--- src/hdl/ooo_core_consts.svh ---
`ifndef OOO_CORE_CONSTS_SVH
`define OOO_CORE_CONSTS_SVH

// data path width
`define OOO_XLEN 32

// register spaces
`define OOO_NUM_ARCH 32
`define OOO_NUM_PHYS 64

// window sizes, both powers of two
`define OOO_RS_DEPTH 8
`define OOO_ROB_DEPTH 16

`endif

--- src/hdl/ooo_core_pkg.sv ---
`default_nettype none

`include "ooo_core_consts.svh"

package ooo_core_pkg;

    typedef logic [`OOO_XLEN-1:0] word_t;
    typedef logic [$clog2(`OOO_NUM_ARCH)-1:0] arch_reg_t;
    typedef logic [$clog2(`OOO_NUM_PHYS)-1:0] phys_tag_t;
    typedef logic [$clog2(`OOO_ROB_DEPTH)-1:0] rob_idx_t;  // also serves as the op tag

    typedef enum logic [2:0] {
        ALU_ADD,
        ALU_SUB,
        ALU_AND,
        ALU_OR,
        ALU_XOR,
        ALU_SLL,
        ALU_SRL,
        ALU_SLT   // signed compare
    } alu_op_t;

endpackage

`default_nettype wire

--- src/hdl/reorder_buffer.sv ---
`timescale 1ns/1ns
`default_nettype none

`include "ooo_core_consts.svh"

module reorder_buffer (
    input  wire logic                     clk,
    input  wire logic                     rst_n,
    input  wire logic                     alloc,
    input  wire ooo_core_pkg::arch_reg_t  alloc_rd,
    input  wire ooo_core_pkg::phys_tag_t  alloc_dest_tag, alloc_old_tag,
    output ooo_core_pkg::rob_idx_t        alloc_idx,
    output logic                          full,
    input  wire logic                     cdb_valid,
    input  wire ooo_core_pkg::rob_idx_t   cdb_rob_idx,
    input  wire ooo_core_pkg::word_t      cdb_value,
    output logic                          commit_valid,
    input  wire logic                     commit_ready,
    output ooo_core_pkg::arch_reg_t       commit_rd,
    output ooo_core_pkg::word_t           commit_value,
    output logic                          free_valid,
    output ooo_core_pkg::phys_tag_t       free_tag
);

    localparam int DEPTH = `OOO_ROB_DEPTH;
    localparam int CNT_W = $clog2(DEPTH + 1);

    ooo_core_pkg::arch_reg_t slot_rd [DEPTH];
    ooo_core_pkg::phys_tag_t slot_dest [DEPTH];
    ooo_core_pkg::phys_tag_t slot_old [DEPTH];
    ooo_core_pkg::word_t     slot_value [DEPTH];
    logic [DEPTH-1:0]        slot_done;
    ooo_core_pkg::rob_idx_t  head;
    ooo_core_pkg::rob_idx_t  tail;
    logic [CNT_W-1:0]        count;

    assign alloc_idx    = tail;
    assign full         = (count == DEPTH[CNT_W-1:0]);
    assign commit_valid = (count != '0) && slot_done[head];
    assign commit_rd    = slot_rd[head];
    assign commit_value = slot_value[head];
    assign free_valid   = commit_valid && commit_ready;
    // x0 never took its tag into the table, so hand back its own
    assign free_tag     = (slot_rd[head] == '0) ? slot_dest[head] : slot_old[head];

    always_ff @(posedge clk or negedge rst_n) begin
        if (!rst_n) begin
            head      <= '0;
            tail      <= '0;
            count     <= '0;
            slot_done <= '0;
        end else begin
            if (alloc) begin
                slot_done[tail] <= 1'b0;
                tail            <= tail + 1'b1;
            end
            if (cdb_valid) begin
                slot_done[cdb_rob_idx] <= 1'b1;
            end
            if (free_valid) begin
                head <= head + 1'b1;
            end
            case ({alloc, free_valid})
                2'b10:   count <= count + 1'b1;
                2'b01:   count <= count - 1'b1;
                default: count <= count;
            endcase
        end
    end

    always_ff @(posedge clk) begin
        if (alloc) begin
            slot_rd[tail]   <= alloc_rd;
            slot_dest[tail] <= alloc_dest_tag;
            slot_old[tail]  <= alloc_old_tag;
        end
        if (cdb_valid) begin
            slot_value[cdb_rob_idx] <= cdb_value;
        end
    end

endmodule

`default_nettype wire

--- config.mk ---
export PLATFORM = sky130hd
export DESIGN_NAME = reorder_buffer
export DESIGN_NICKNAME = d
export VERILOG_FILES = /design/src/hdl/ooo_core_pkg.sv /design/src/hdl/reorder_buffer.sv
export VERILOG_INCLUDE_DIRS = /design/src /design/src/hdl
export SDC_FILE = /design/constraint.sdc
export NUM_CORES = 1
export LEC_CHECK = 0
export BUFFER_PORTS_ARGS = -buffer_cell sky130_fd_sc_hd__buf_2
export CORE_MARGIN = 2
export CORE_UTILIZATION = 60
export DETAILED_ROUTE_END_ITERATION = 10
export PLACE_DENSITY = 0.77
export SETUP_SLACK_MARGIN = 0.3
export SYNTH_ARGS = -nofsm -noshare
export SYNTH_HDL_FRONTEND = slang
export SYNTH_SLANG_ARGS = --single-unit
--- constraint.sdc ---
create_clock -name clk -period 4.2 [get_ports clk]
set_clock_uncertainty 0.2 [all_clocks]
set_input_delay 0.84 -clock clk [delete_from_list [all_inputs] [get_ports clk]]
set_output_delay 0.84 -clock clk [all_outputs]
set_load 0.05 [all_outputs]
# Word level (Yosys, flattened, before mapping)
# Memories as Yosys holds them, arrays and structs flattened.
# Cells that the tools add are included.
# op_classes
bitwise_logic	3
order_cmp	5
eq_ne	3
n_addsub	4
reduce_logical	7
n_mux	14
# ops
cell	count
16-bit 2-to-1 mux	2
16-bit bitwise AND	1
16-bit NOT	1
16-bit bitwise OR	1
4-bit by 5-bit less-than comparator with 1-bit output (second input constant)	3
5-bit one-hot mux with 2 select lines	1
4-bit by 1-bit adder with 4-bit output (second input constant)	2
1-bit demux with 4-bit select	2
4-bit by 1-bit >= comparator with 1-bit output (second input constant)	2
1-bit 2-to-1 mux	7
6-bit 2-to-1 mux	1
5-bit by 1-bit adder with 5-bit output (second input constant)	1
5-bit == test (second input constant)	1
5-bit logical NOT	1
5-bit nonzero test	1
5-bit by 1-bit subtractor with 5-bit output (second input constant)	1
1-bit binary-select mux with 4-bit select	1
1-bit logical AND	4
2-bit by 1-bit == test with 1-bit output (second input constant)	1
2-bit == test (second input constant)	1
2-bit nonzero test	1
# totals
wordCells	44
output_inout_bits	50
n_memories	4
input_bits	58
ramBits	784
ff_bits	29
# memory_table
name	words	width	rd	rd_clocked_by_memory_dff	wr	line	text
slot_value	16	32	1	0	1	reorder_buffer.sv:31	ooo_core_pkg::word_t slot_value [DEPTH];
slot_dest	16	6	1	0	1	reorder_buffer.sv:29	ooo_core_pkg::phys_tag_t slot_dest [DEPTH];
slot_old	16	6	1	0	1	reorder_buffer.sv:30	ooo_core_pkg::phys_tag_t slot_old [DEPTH];
slot_rd	16	5	1	0	1	reorder_buffer.sv:28	ooo_core_pkg::arch_reg_t slot_rd [DEPTH];

# Depth between registers and ports, before layout
# Gate-level depths: netlist of the first run.
# depth
word_depth	9
depth_mapped	15
ltp_nobuf	11

# Worst setup path before layout of the first run
# Ideal clock, no wire load.
# synth_path
path_type	input port to flip-flop
startpoint	input cdb_rob_idx[1]
endpoint	memory slot_value[0][0] (netlist name), enable pin
arrival_time_ps	3718
slack_ps	-182
cell_stages	3
required_ps	3536
n_path_buf	1
setup_ps	464
cell_sequence	or3b_2 clkbuf_1 nor3_1
# synth_lines
element	line	text
start: declaration	reorder_buffer.sv:15	input wire ooo_core_pkg::rob_idx_t cdb_rob_idx,
end: declaration	reorder_buffer.sv:31	
# No word-level cell before the write port.

# Worst setup path in the final report of the first run
# layout_path
startpoint	register head[0]
endpoint	output free_tag[1]
# layout_via
elab_chain_len	3
word_cells_on_any_way	5
cone_classes	mux: 1; reduce/logical: 1; memory: 3
# layout_rtl
element	line	text
start: declaration	reorder_buffer.sv:33	ooo_core_pkg::rob_idx_t head;
start signal: assignment	reorder_buffer.sv:61	head <= head + 1'b1;
memory 16 x 5 bit	n/a	
5-bit logical NOT	reorder_buffer.sv:44	assign free_tag = (slot_rd[head] == '0) ? slot_dest[head] : slot_old[head];
6-bit 2-to-1 mux (*)	reorder_buffer.sv:44	
end: declaration	reorder_buffer.sv:22	output ooo_core_pkg::phys_tag_t free_tag
# Every way passes the cells marked *; elsewhere a longest branch is shown, timed or not.

==> flow_metrics.env, run 1 <==
export IMPL_r2r_start="head[0]"
export IMPL_path_delay_family="multiplexers"
export IMPL_ios=108
export IMPL_worst_pin_slew_ns=0.7596
export IMPL_nets=1591
export IMPL_post_route_period_util=1.054
export IMPL_final_cell_mix="784 x edfxtp_1, 230 x mux4_2, 88 x clkbuf_16"
export IMPL_ant_nets=0
export IMPL_synth_area_mm2=0.03122
export IMPL_final_setup_worst_slack_ns=-0.2253
export IMPL_wirelength_um=70640
export IMPL_swShare=0.3226
export IMPL_violations="setup timing"
export IMPL_multi_input_area_mm2=0.006758
export IMPL_grt_pass1_vias=15280
export IMPL_p_clk_frac=0.263
export IMPL_register_area_mm2=0.02428
export IMPL_reg2reg_depth=12
export IMPL_worst_r2r_endpoint="count[4]"
export IMPL_cts_hold_buf=0
export IMPL_grt_busiest_layer="met2"
export IMPL_async_reset_ff_frac=0.03567
export IMPL_drive_above_1_share=0.3548
export IMPL_switching_power_mw=8.253
export IMPL_synth_avg_cell_area_um2=23.63
export IMPL_overflow=0
export IMPL_tns_ns=-1.254
export IMPL_synth_edff_count=784
export IMPL_path_buf_inv=4
export IMPL_path_clk_slew_ns=0.06
export IMPL_drv_slew=0
export IMPL_ys_types=38
export IMPL_design_area_mm2=0.03609
export IMPL_fillers=2937
export IMPL_outcome="complete, but fails checks"
export IMPL_leakage_nw=11.82
export IMPL_ys_seq_area_frac=0.7774
export IMPL_htree_levels=3
export IMPL_clk_path_buf_depth=3
export IMPL_comb_power_share=0.356
export IMPL_use_met2=0.4489
export IMPL_placed_cell_area_mm2=0.03294
export IMPL_path_cells="buf_6 > buf_6 > mux4_2 > mux2i_4 > nand3_2 > a2111oi_4 > buf_6 > mux2_4 > buf_8"
export IMPL_crit_top_cell="buf_6"
export IMPL_relSlewSlack=0.4936
export IMPL_grt_pass1_wl_um=100000
export IMPL_power_total_mw=25.59
export IMPL_crit_slowest_cell="mux4_2"
export IMPL_tritoncts="built"
export IMPL_end_kind="output pin"
export IMPL_start_util=0.6073
export IMPL_port_buffers=107
export IMPL_firstDrtPassIters=5
export IMPL_grt_use_total=0.2611
export IMPL_drtIter0Drc=1548
export IMPL_finalSetupViolCount=6
export IMPL_final_common_cell="edfxtp_1"
export IMPL_cp_max_fo=6
export IMPL_antenna_found_initial=4
export IMPL_ir_worst_vdd_uv=973.7
export IMPL_finalHoldViolCount=0
export IMPL_cts_root_buf="clkbuf_16"
export IMPL_power_density_mw_per_mm2=709.0
export IMPL_syn_inst=1321
export IMPL_path_class="flip-flop to output pin"
export IMPL_fmax_mhz=226.0
export IMPL_use_met1=0.3464
export IMPL_grt_max_degree=57
export IMPL_fp_row_count=83
export IMPL_wl_per_cell_um=31.22
export IMPL_drc=0
export IMPL_final_min_clock_period_ns=4.425
export IMPL_synth_seq_cells=813
export IMPL_cp_arrival_ns=3.39
export IMPL_die_w_um=232.1
export IMPL_critPathLaunchType="flip-flop"
export IMPL_numCtsBuffers=78
export IMPL_vias=14750
export IMPL_dieArea_mm2=0.05387
export IMPL_grt_setup_unrepaired="yes"
export IMPL_power_frac_seq=0.380
export IMPL_clkLatencyLatePin_ns=0.61
export IMPL_die_h_um=232.1
export IMPL_synth_nets=1389
export IMPL_syn_to_final_growth_pct=15.60
export IMPL_core_area_mm2=0.05141
export IMPL_p_int_mw=17.33
export IMPL_synth_warnings=0
export IMPL_critical_path_max_stage_delay_ns=0.55
export IMPL_hold_path_class="input pin to async pin"
export IMPL_place_congestion=0.7407
export IMPL_r2r_slack_ns=0.51
export IMPL_worstPathRequired_ns=3.16
export IMPL_use_met3=0.04973
export IMPL_cts_sinks=813
export IMPL_hpwl_um=32110
export IMPL_synth_flop_cell="edfxtp_1"
export IMPL_dp_slack_ns=0.2316
export IMPL_vias_per_cell=6.516
export IMPL_maxCapViolations=0
## area by class of cell
class                   instances  share of cell area
clock inverters                43             0.01054
flip-flops and latches        813              0.6729
well taps                     680             0.02358
inverters                      24            0.002496
repair buffers                189             0.04663
multi-input cells             417              0.1873
diodes                          2           0.0001387
clock buffers                  95             0.05645
## sequential cells by signal, summed over array words and instances, names as in the netlist
signal	flops
slot_value	512
slot_done	16
head	4
slot_dest	96
slot_old	96
alloc_idx	4
slot_rd	80
count	5
## worst register-to-register path, stage by stage (launching register included)
cell and delay [ns]:
dfrtp_4 0.47, buf_4 0.17, buf_16 0.15, mux4_1 0.54, mux4_2 0.48, and3_1 0.20, ha_1 0.24, ha_1 0.33
nor2b_1 0.14, o21ai_0 0.22, a21oi_1 0.11, nor3_1 0.22, xnor2_1 0.14
## cell usage after synthesis, types with 4 or more instances
master / number / area (µm²)
a211oi_1: 12 / 90.09
a21o_1: 5 / 37.54
a21oi_1: 16 / 80.08
and2_1: 14 / 87.58
buf_1: 10 / 37.54
buf_2: 20 / 100.1
clkbuf_1: 35 / 131.4
dfrtp_1: 29 / 725.7
edfxtp_1: 784 / 23540
ha_1: 9 / 112.6
inv_1: 24 / 90.09
mux2_2: 8 / 90.09
mux2i_1: 15 / 150.1
mux4_1: 6 / 157.7
mux4_2: 227 / 5112
nand2_1: 15 / 56.30
nand3_1: 8 / 40.04
nor2_1: 16 / 60.06
nor2b_1: 15 / 93.84
nor3_1: 6 / 30.03
o21ai_0: 4 / 20.02
o22ai_1: 12 / 75.07
xnor2_1: 6 / 52.55
xor2_1: 4 / 35.03
## routing by layer
layer	up-vias	routed length (µm)
met4	6	1869
met1	7827	25600
met5	-	33
met3	130	5518
li1	6009	-
met2	773	37620
## worst max-delay path by stage
stage	start	slack (ns)	to	cells past startpoint
after floorplan	head[0]	0.34	free_tag[0]	8
final	head[0]	-0.23	free_tag[1]	9
after global routing	head[0]	-0.32	free_tag[1]	9
after CTS	head[0]	-0.23	free_tag[1]	8
after global placement	head[0]	0.26	free_tag[2]	7
after detailed placement	head[0]	0.23	free_tag[1]	7
## through the flow
step                hold slack [ns]  instances    util
global route                0.09349       2262  0.7020
finish                      0.05957       2263  0.7020
detailed placement           0.2694       2091  0.6407
CTS                         0.04841       2236  0.6914
global placement             0.2614       2091  0.6407
floorplan                    0.2443       1321       -
## repair_timing
action	CTS	global route
gates cloned	2	13
endpoints found under the setup margin	41	41
resized for setup	30	74
setup buffers	5	12
pin swaps	3	0
## logic make-up after synthesis
group           after synthesis  synth area share
compound gates               53           0.01130
buf+inv                      91           0.01251
xor+xnor                     10          0.002805
simple gates                 87           0.01475
fa+ha+maj                    10          0.004249
flops                       813            0.7774
mux                         257            0.1770
## power by group through the flow
stage	clock network, mW	registers [mW]	logic (mW)
floorplan	0	9.77	6.25
global placement	0	9.89	7.82
detailed placement	0	9.92	7.90
CTS	6.82	9.76	8.33
global route	7.11	9.77	9.56
finish	6.74	9.73	9.12
No activity file was read; power rests on OpenSTA's default activity.
==> inputs of run 2 (changes only) <==
--- a/config.mk
+++ b/config.mk
@@ -7,9 +7,10 @@
 export NUM_CORES = 1
 export LEC_CHECK = 0
 export BUFFER_PORTS_ARGS = -buffer_cell sky130_fd_sc_hd__buf_2
-export CORE_MARGIN = 2
+export CORE_MARGIN = 5
 export CORE_UTILIZATION = 60
 export DETAILED_ROUTE_END_ITERATION = 10
+export HOLD_SLACK_MARGIN = 0.12
 export PLACE_DENSITY = 0.77
 export SETUP_SLACK_MARGIN = 0.3
 export SYNTH_ARGS = -nofsm -noshare
==> flow_metrics.env, run 2 (synthesized netlist as in run 1, its figures left out) <==
export IMPL_top_regs="slot_value: 512 flops, slot_dest: 96 flops, slot_old: 96 flops"
export IMPL_firstDrtPassIters=6
export IMPL_clk_path_buf_depth=3
export IMPL_maxCapViolations=0
export IMPL_path_clk_slew_ns=0.06
export IMPL_vias=15080
export IMPL_placed_cell_area_mm2=0.03296
export IMPL_largest_reg_flops=512
export IMPL_dieArea_mm2=0.05669
export IMPL_reg2reg_depth=13
export IMPL_cp_max_fo=8
export IMPL_place_congestion=0.7531
export IMPL_hold_path_class="flip-flop to flip-flop"
export IMPL_drv_slew=0
export IMPL_die_h_um=238.1
export IMPL_dp_cells=2092
export IMPL_worstPathRequired_ns=3.16
export IMPL_core_area_mm2=0.05141
export IMPL_drtIter0Drc=1957
export IMPL_whs_path_depth=1
export IMPL_die_w_um=238.1
export IMPL_syn_to_final_growth_pct=16.69
export IMPL_ant_nets=0
export IMPL_final_setup_worst_slack_ns=-0.2093
export IMPL_drc=0
export IMPL_final_cell_mix="784 x edfxtp_1, 231 x mux4_2, 83 x clkbuf_16"
export IMPL_end_kind="output pin"
export IMPL_violations="setup timing"
export IMPL_htree_levels=3
export IMPL_outcome="complete, but fails checks"
export IMPL_grt_max_degree=76
export IMPL_tritoncts="built"
export IMPL_critPathLaunchType="flip-flop"
export IMPL_drive_above_1_share=0.3581
export IMPL_grt_pass1_vias=15860
export IMPL_final_cell_count_no_fill=2269
export IMPL_top_register="slot_value"
export IMPL_start_util=0.6073
export IMPL_grt_pass1_wl_um=106600
export IMPL_finalHoldViolCount=0
export IMPL_tns_ns=-1.218
export IMPL_design_area_mm2=0.03643
export IMPL_antenna_found_initial=7
export IMPL_ir_worst_vdd_uv=767.5
export IMPL_worst_pin_slew_ns=0.7207
export IMPL_clkLatencyLatePin_ns=0.61
export IMPL_power_total_mw=26.21
export IMPL_vias_per_cell=6.647
export IMPL_fmax_mhz=226.8
export IMPL_numCtsBuffers=78
export IMPL_final_common_cell="edfxtp_1"
export IMPL_path_class="flip-flop to output pin"
export IMPL_cts_root_buf="clkbuf_16"
export IMPL_power_density_mw_per_mm2=719.6
export IMPL_finalSetupViolCount=7
export IMPL_post_route_period_util=1.050
export IMPL_wl_per_cell_um=32.25
export IMPL_cp_arrival_ns=3.37
export IMPL_fp_row_count=83
export IMPL_cts_sinks=813
export IMPL_port_buffers=107
export IMPL_hpwl_um=33430
export IMPL_wirelength_um=73180
export IMPL_nets=1594
export IMPL_relSlewSlack=0.5195
export IMPL_worst_hold_slack_ns=0.2713
export IMPL_overflow=0
export IMPL_leakage_nw=11.97
export IMPL_ios=108
export IMPL_grt_setup_unrepaired="yes"
export IMPL_grt_use_total=0.2602
export IMPL_final_min_clock_period_ns=4.409
==> run 2: changes by cell type in the layout (fill, tap and decap cells not counted), sizes merged <==
cell         previous run  this run
buf                   180       184
bufbuf                  0         4
bufinv                  6         7
clkbuf                104       103
clkinv                 33        28
clkinvlp                1         2
diode                   2         3
dlygate4sd3             0         1
==> run 2: metal layers <==
layer / GRT usage / wire length (µm) / vias to the layer above
met4: 0.07739 / 1978 / 8
met2: 0.4467 / 38800 / 907
met3: 0.04901 / 6167 / 135
met5: 0 / 49 / -
met1: 0.3487 / 26190 / 8001
li1: - / - / 6030
==> run 2: final timing paths <==
path | startpoint | to | slack (ns)
max | head[0] | free_tag[0] | -0.21
min | slot_done[10] | slot_done[10] | 0.27
max reg2reg | head[0] | count[4] | 0.48
min reg2reg | slot_done[10] | slot_done[10] | 0.27
max in group asynchronous | rst_n | head[3] | 2.64
min in group asynchronous | rst_n | alloc_idx[0] | 0.62
==> run 2: cell type report <==
cell class                      count  area, µm²
Fill cell                        2909      14980
Clock inverter                     40      390.4
Antenna cell                        3      7.507
Tap cell                          680      850.8
Inverter                           24      90.09
Sequential cell                   813      24280
Timing Repair Buffer              192       1973
Multi-Input combinational cell    417       6754
Clock buffer                      100       2077
==> run 2: critical path, cell delays in order, from the launching register on <==
cell	delay, ns
dfrtp_4	0.52
mux4_2	0.53
mux2_4	0.29
or3_4	0.39
a2111oi_4	0.35
buf_6	0.20
mux2_4	0.32
buf_6	0.16
==> run 2: power breakdown <==
part / switching (mW) / internal [mW]
logic: 5.17 / 4.45
registers: 0.304 / 9.42
clock network: 2.94 / 3.94
total: 8.41 / 17.8
==> run 2: stage by stage <==
step | util | worst slack (ns)
final | 0.7086 | -0.2093
after global routing | 0.7085 | -0.3085
after CTS | 0.7062 | -0.2000
after detailed placement | 0.6411 | 0.2480
after global placement | 0.6411 | 0.2638
after floorplan | - | 0.3420
==> run 2: what timing repair did <==
item,in CTS,in global routing
hold buffers,1,0
pin swaps,1,0
cloned,14,4
setup endpoints to repair,40,41
buffers inserted,14,1
gates resized for setup,96,9
endpoints found under the hold margin,29,0
==> inputs of run 3 (changes only) <==
--- a/config.mk
+++ b/config.mk
@@ -11,8 +11,10 @@
 export CORE_UTILIZATION = 60
 export DETAILED_ROUTE_END_ITERATION = 10
 export HOLD_SLACK_MARGIN = 0.12
+export MAX_ROUTING_LAYER = met4
 export PLACE_DENSITY = 0.77
 export SETUP_SLACK_MARGIN = 0.3
+export SKIP_CTS_REPAIR_TIMING = 1
 export SYNTH_ARGS = -nofsm -noshare
 export SYNTH_HDL_FRONTEND = slang
 export SYNTH_SLANG_ARGS = --single-unit
==> flow_metrics.env, run 3 (synthesized netlist as in run 1, its figures left out) <==
export IMPL_fp_row_count=83
export IMPL_firstDrtPassIters=5
export IMPL_drtIter0Drc=1982
export IMPL_top_register="slot_value"
export IMPL_p_clk_frac=0.272
export IMPL_port_buffers=107
export IMPL_relSlewSlack=0.5122
export IMPL_largest_reg_flops=512
export IMPL_fmax_mhz=226.4
export IMPL_htree_levels=3
export IMPL_whs_path_depth=1
export IMPL_post_route_period_util=1.052
export IMPL_finalHoldViolCount=0
export IMPL_holdPathEnd="slot_done[10]"
export IMPL_leakage_nw=11.69
export IMPL_grt_use_total=0.2462
export IMPL_numCtsBuffers=78
export IMPL_dieArea_mm2=0.05669
export IMPL_final_cell_mix="784 x edfxtp_1, 230 x mux4_2, 100 x buf_2"
export IMPL_hpwl_um=33430
export IMPL_power_frac_seq=0.387
export IMPL_power_density_mw_per_mm2=702.0
export IMPL_die_w_um=238.1
export IMPL_outcome="complete, but fails checks"
export IMPL_swShare=0.3231
export IMPL_design_area_mm2=0.03581
export IMPL_use_met1=0.3258
export IMPL_syn_to_final_growth_pct=14.73
export IMPL_drive_above_1_share=0.3503
export IMPL_fillers=2968
export IMPL_finalSetupViolCount=7
export IMPL_critPathLaunchType="flip-flop"
export IMPL_ir_worst_vdd_uv=780.0
export IMPL_r2r_start="head[0]"
export IMPL_worst_r2r_endpoint="count[4]"
export IMPL_cts_root_buf="clkbuf_16"
export IMPL_clkLatencyLatePin_ns=0.61
export IMPL_grt_pass1_wl_um=99250
export IMPL_vias_per_cell=6.561
export IMPL_grt_pass1_vias=15240
export IMPL_maxCapViolations=0
export IMPL_wirelength_um=69470
export IMPL_power_total_mw=25.14
export IMPL_wl_per_cell_um=30.79
export IMPL_final_min_clock_period_ns=4.417
export IMPL_grt_busiest_layer="met2"
export IMPL_path_clk_slew_ns=0.06
export IMPL_p_int_mw=17.02
export IMPL_path_class="flip-flop to output pin"
export IMPL_die_h_um=238.1
export IMPL_drv_slew=0
export IMPL_grt_max_degree=76
export IMPL_worstPathRequired_ns=3.16
export IMPL_vias=14800
export IMPL_nets=1578
export IMPL_antenna_found_initial=6
export IMPL_tritoncts="built"
export IMPL_grt_setup_unrepaired="yes"
export IMPL_worst_pin_slew_ns=0.7317
export IMPL_end_kind="output pin"
export IMPL_switching_power_mw=8.124
export IMPL_overflow=0
export IMPL_worst_hold_slack_ns=0.2715
export IMPL_final_util=0.6967
export IMPL_final_setup_worst_slack_ns=-0.2172
export IMPL_ant_nets=0
export IMPL_ios=108
export IMPL_cp_max_fo=6
export IMPL_hold_start="slot_done[10]"
export IMPL_r2r_slack_ns=0.33
export IMPL_drc=0
export IMPL_place_congestion=0.7628
export IMPL_final_common_cell="edfxtp_1"
export IMPL_clk_path_buf_depth=3
export IMPL_comb_power_share=0.341
export IMPL_use_met3=0.04739
export IMPL_violations="setup timing"
export IMPL_cts_sinks=813
export IMPL_cp_arrival_ns=3.38
export IMPL_top_regs="slot_value: 512 flops, slot_dest: 96 flops, slot_old: 96 flops"
export IMPL_placed_cell_area_mm2=0.03296
export IMPL_start_util=0.6073
export IMPL_core_area_mm2=0.05141
export IMPL_tns_ns=-1.295
export IMPL_use_met2=0.4075
export IMPL_hold_path_class="flip-flop to flip-flop"
export IMPL_reg2reg_depth=12
## run 3: cell types whose count changed in the layout (fill, tap and decap cells not counted), moves of 2 or more
cell	previous run	this run
buf_6	23	10
buf_2	67	100
buf_4	65	47
buf_16	16	3
diode_2	3	6
clkbuf_16	83	85
buf_12	8	6
bufbuf_16	4	0
buf_8	5	2
## run 3: cell type report
cell class	count	area, µm²	share of cell area
Sequential cell	813	24280	0.6780
Clock buffer	100	2077	0.05799
Tap cell	680	850.8	0.02376
Clock inverter	40	390.4	0.01090
Antenna cell	6	15.01	0.0004192
Inverter	24	90.09	0.002515
Multi-Input combinational cell	417	6753	0.1885
Timing Repair Buffer	176	1355	0.03784
## run 3: critical path, stage by stage, from the launching register on
cell	delay (ns)
dfrtp_4	0.50
buf_4	0.15
mux4_2	0.42
mux2_4	0.29
or3_4	0.39
a2111oi_4	0.34
buf_6	0.20
mux2_4	0.32
buf_8	0.15
## run 3: worst max path at each step
stage	from	end	slack, ns	depth (start not counted)
after global placement	head[0]	free_tag[0]	0.26	8
after global routing	head[0]	free_tag[4]	-0.30	9
after floorplan	head[0]	free_tag[0]	0.34	8
final	head[0]	free_tag[4]	-0.22	8
after detailed placement	head[0]	free_tag[0]	0.25	8
after CTS	head[0]	free_tag[4]	-0.40	8
## run 3: metrics by stage
step | instances | setup WS, ns
after CTS | 2232 | -0.4032
after floorplan | 1321 | 0.3420
final | 2256 | -0.2172
after global placement | 2092 | 0.2638
after detailed placement | 2092 | 0.2480
after global routing | 2256 | -0.2962
## run 3: power by group through the flow
stage / logic [mW] / registers (mW) / clock network (mW)
final: 8.56 / 9.74 / 6.84
after global routing: 9.03 / 9.77 / 7.31
after CTS: 8.06 / 9.74 / 6.91
after detailed placement: 7.96 / 9.90 / 0
after global placement: 7.87 / 9.86 / 0
after floorplan: 6.25 / 9.77 / 0
## run 3: metal layers
layer,share of wire,wire [µm],vias up
met1,0.37,25820,7903
li1,-,-,5994
met2,0.53,36650,789
met4,0.022,1498,0
met5,0,0,-
met3,0.079,5500,115
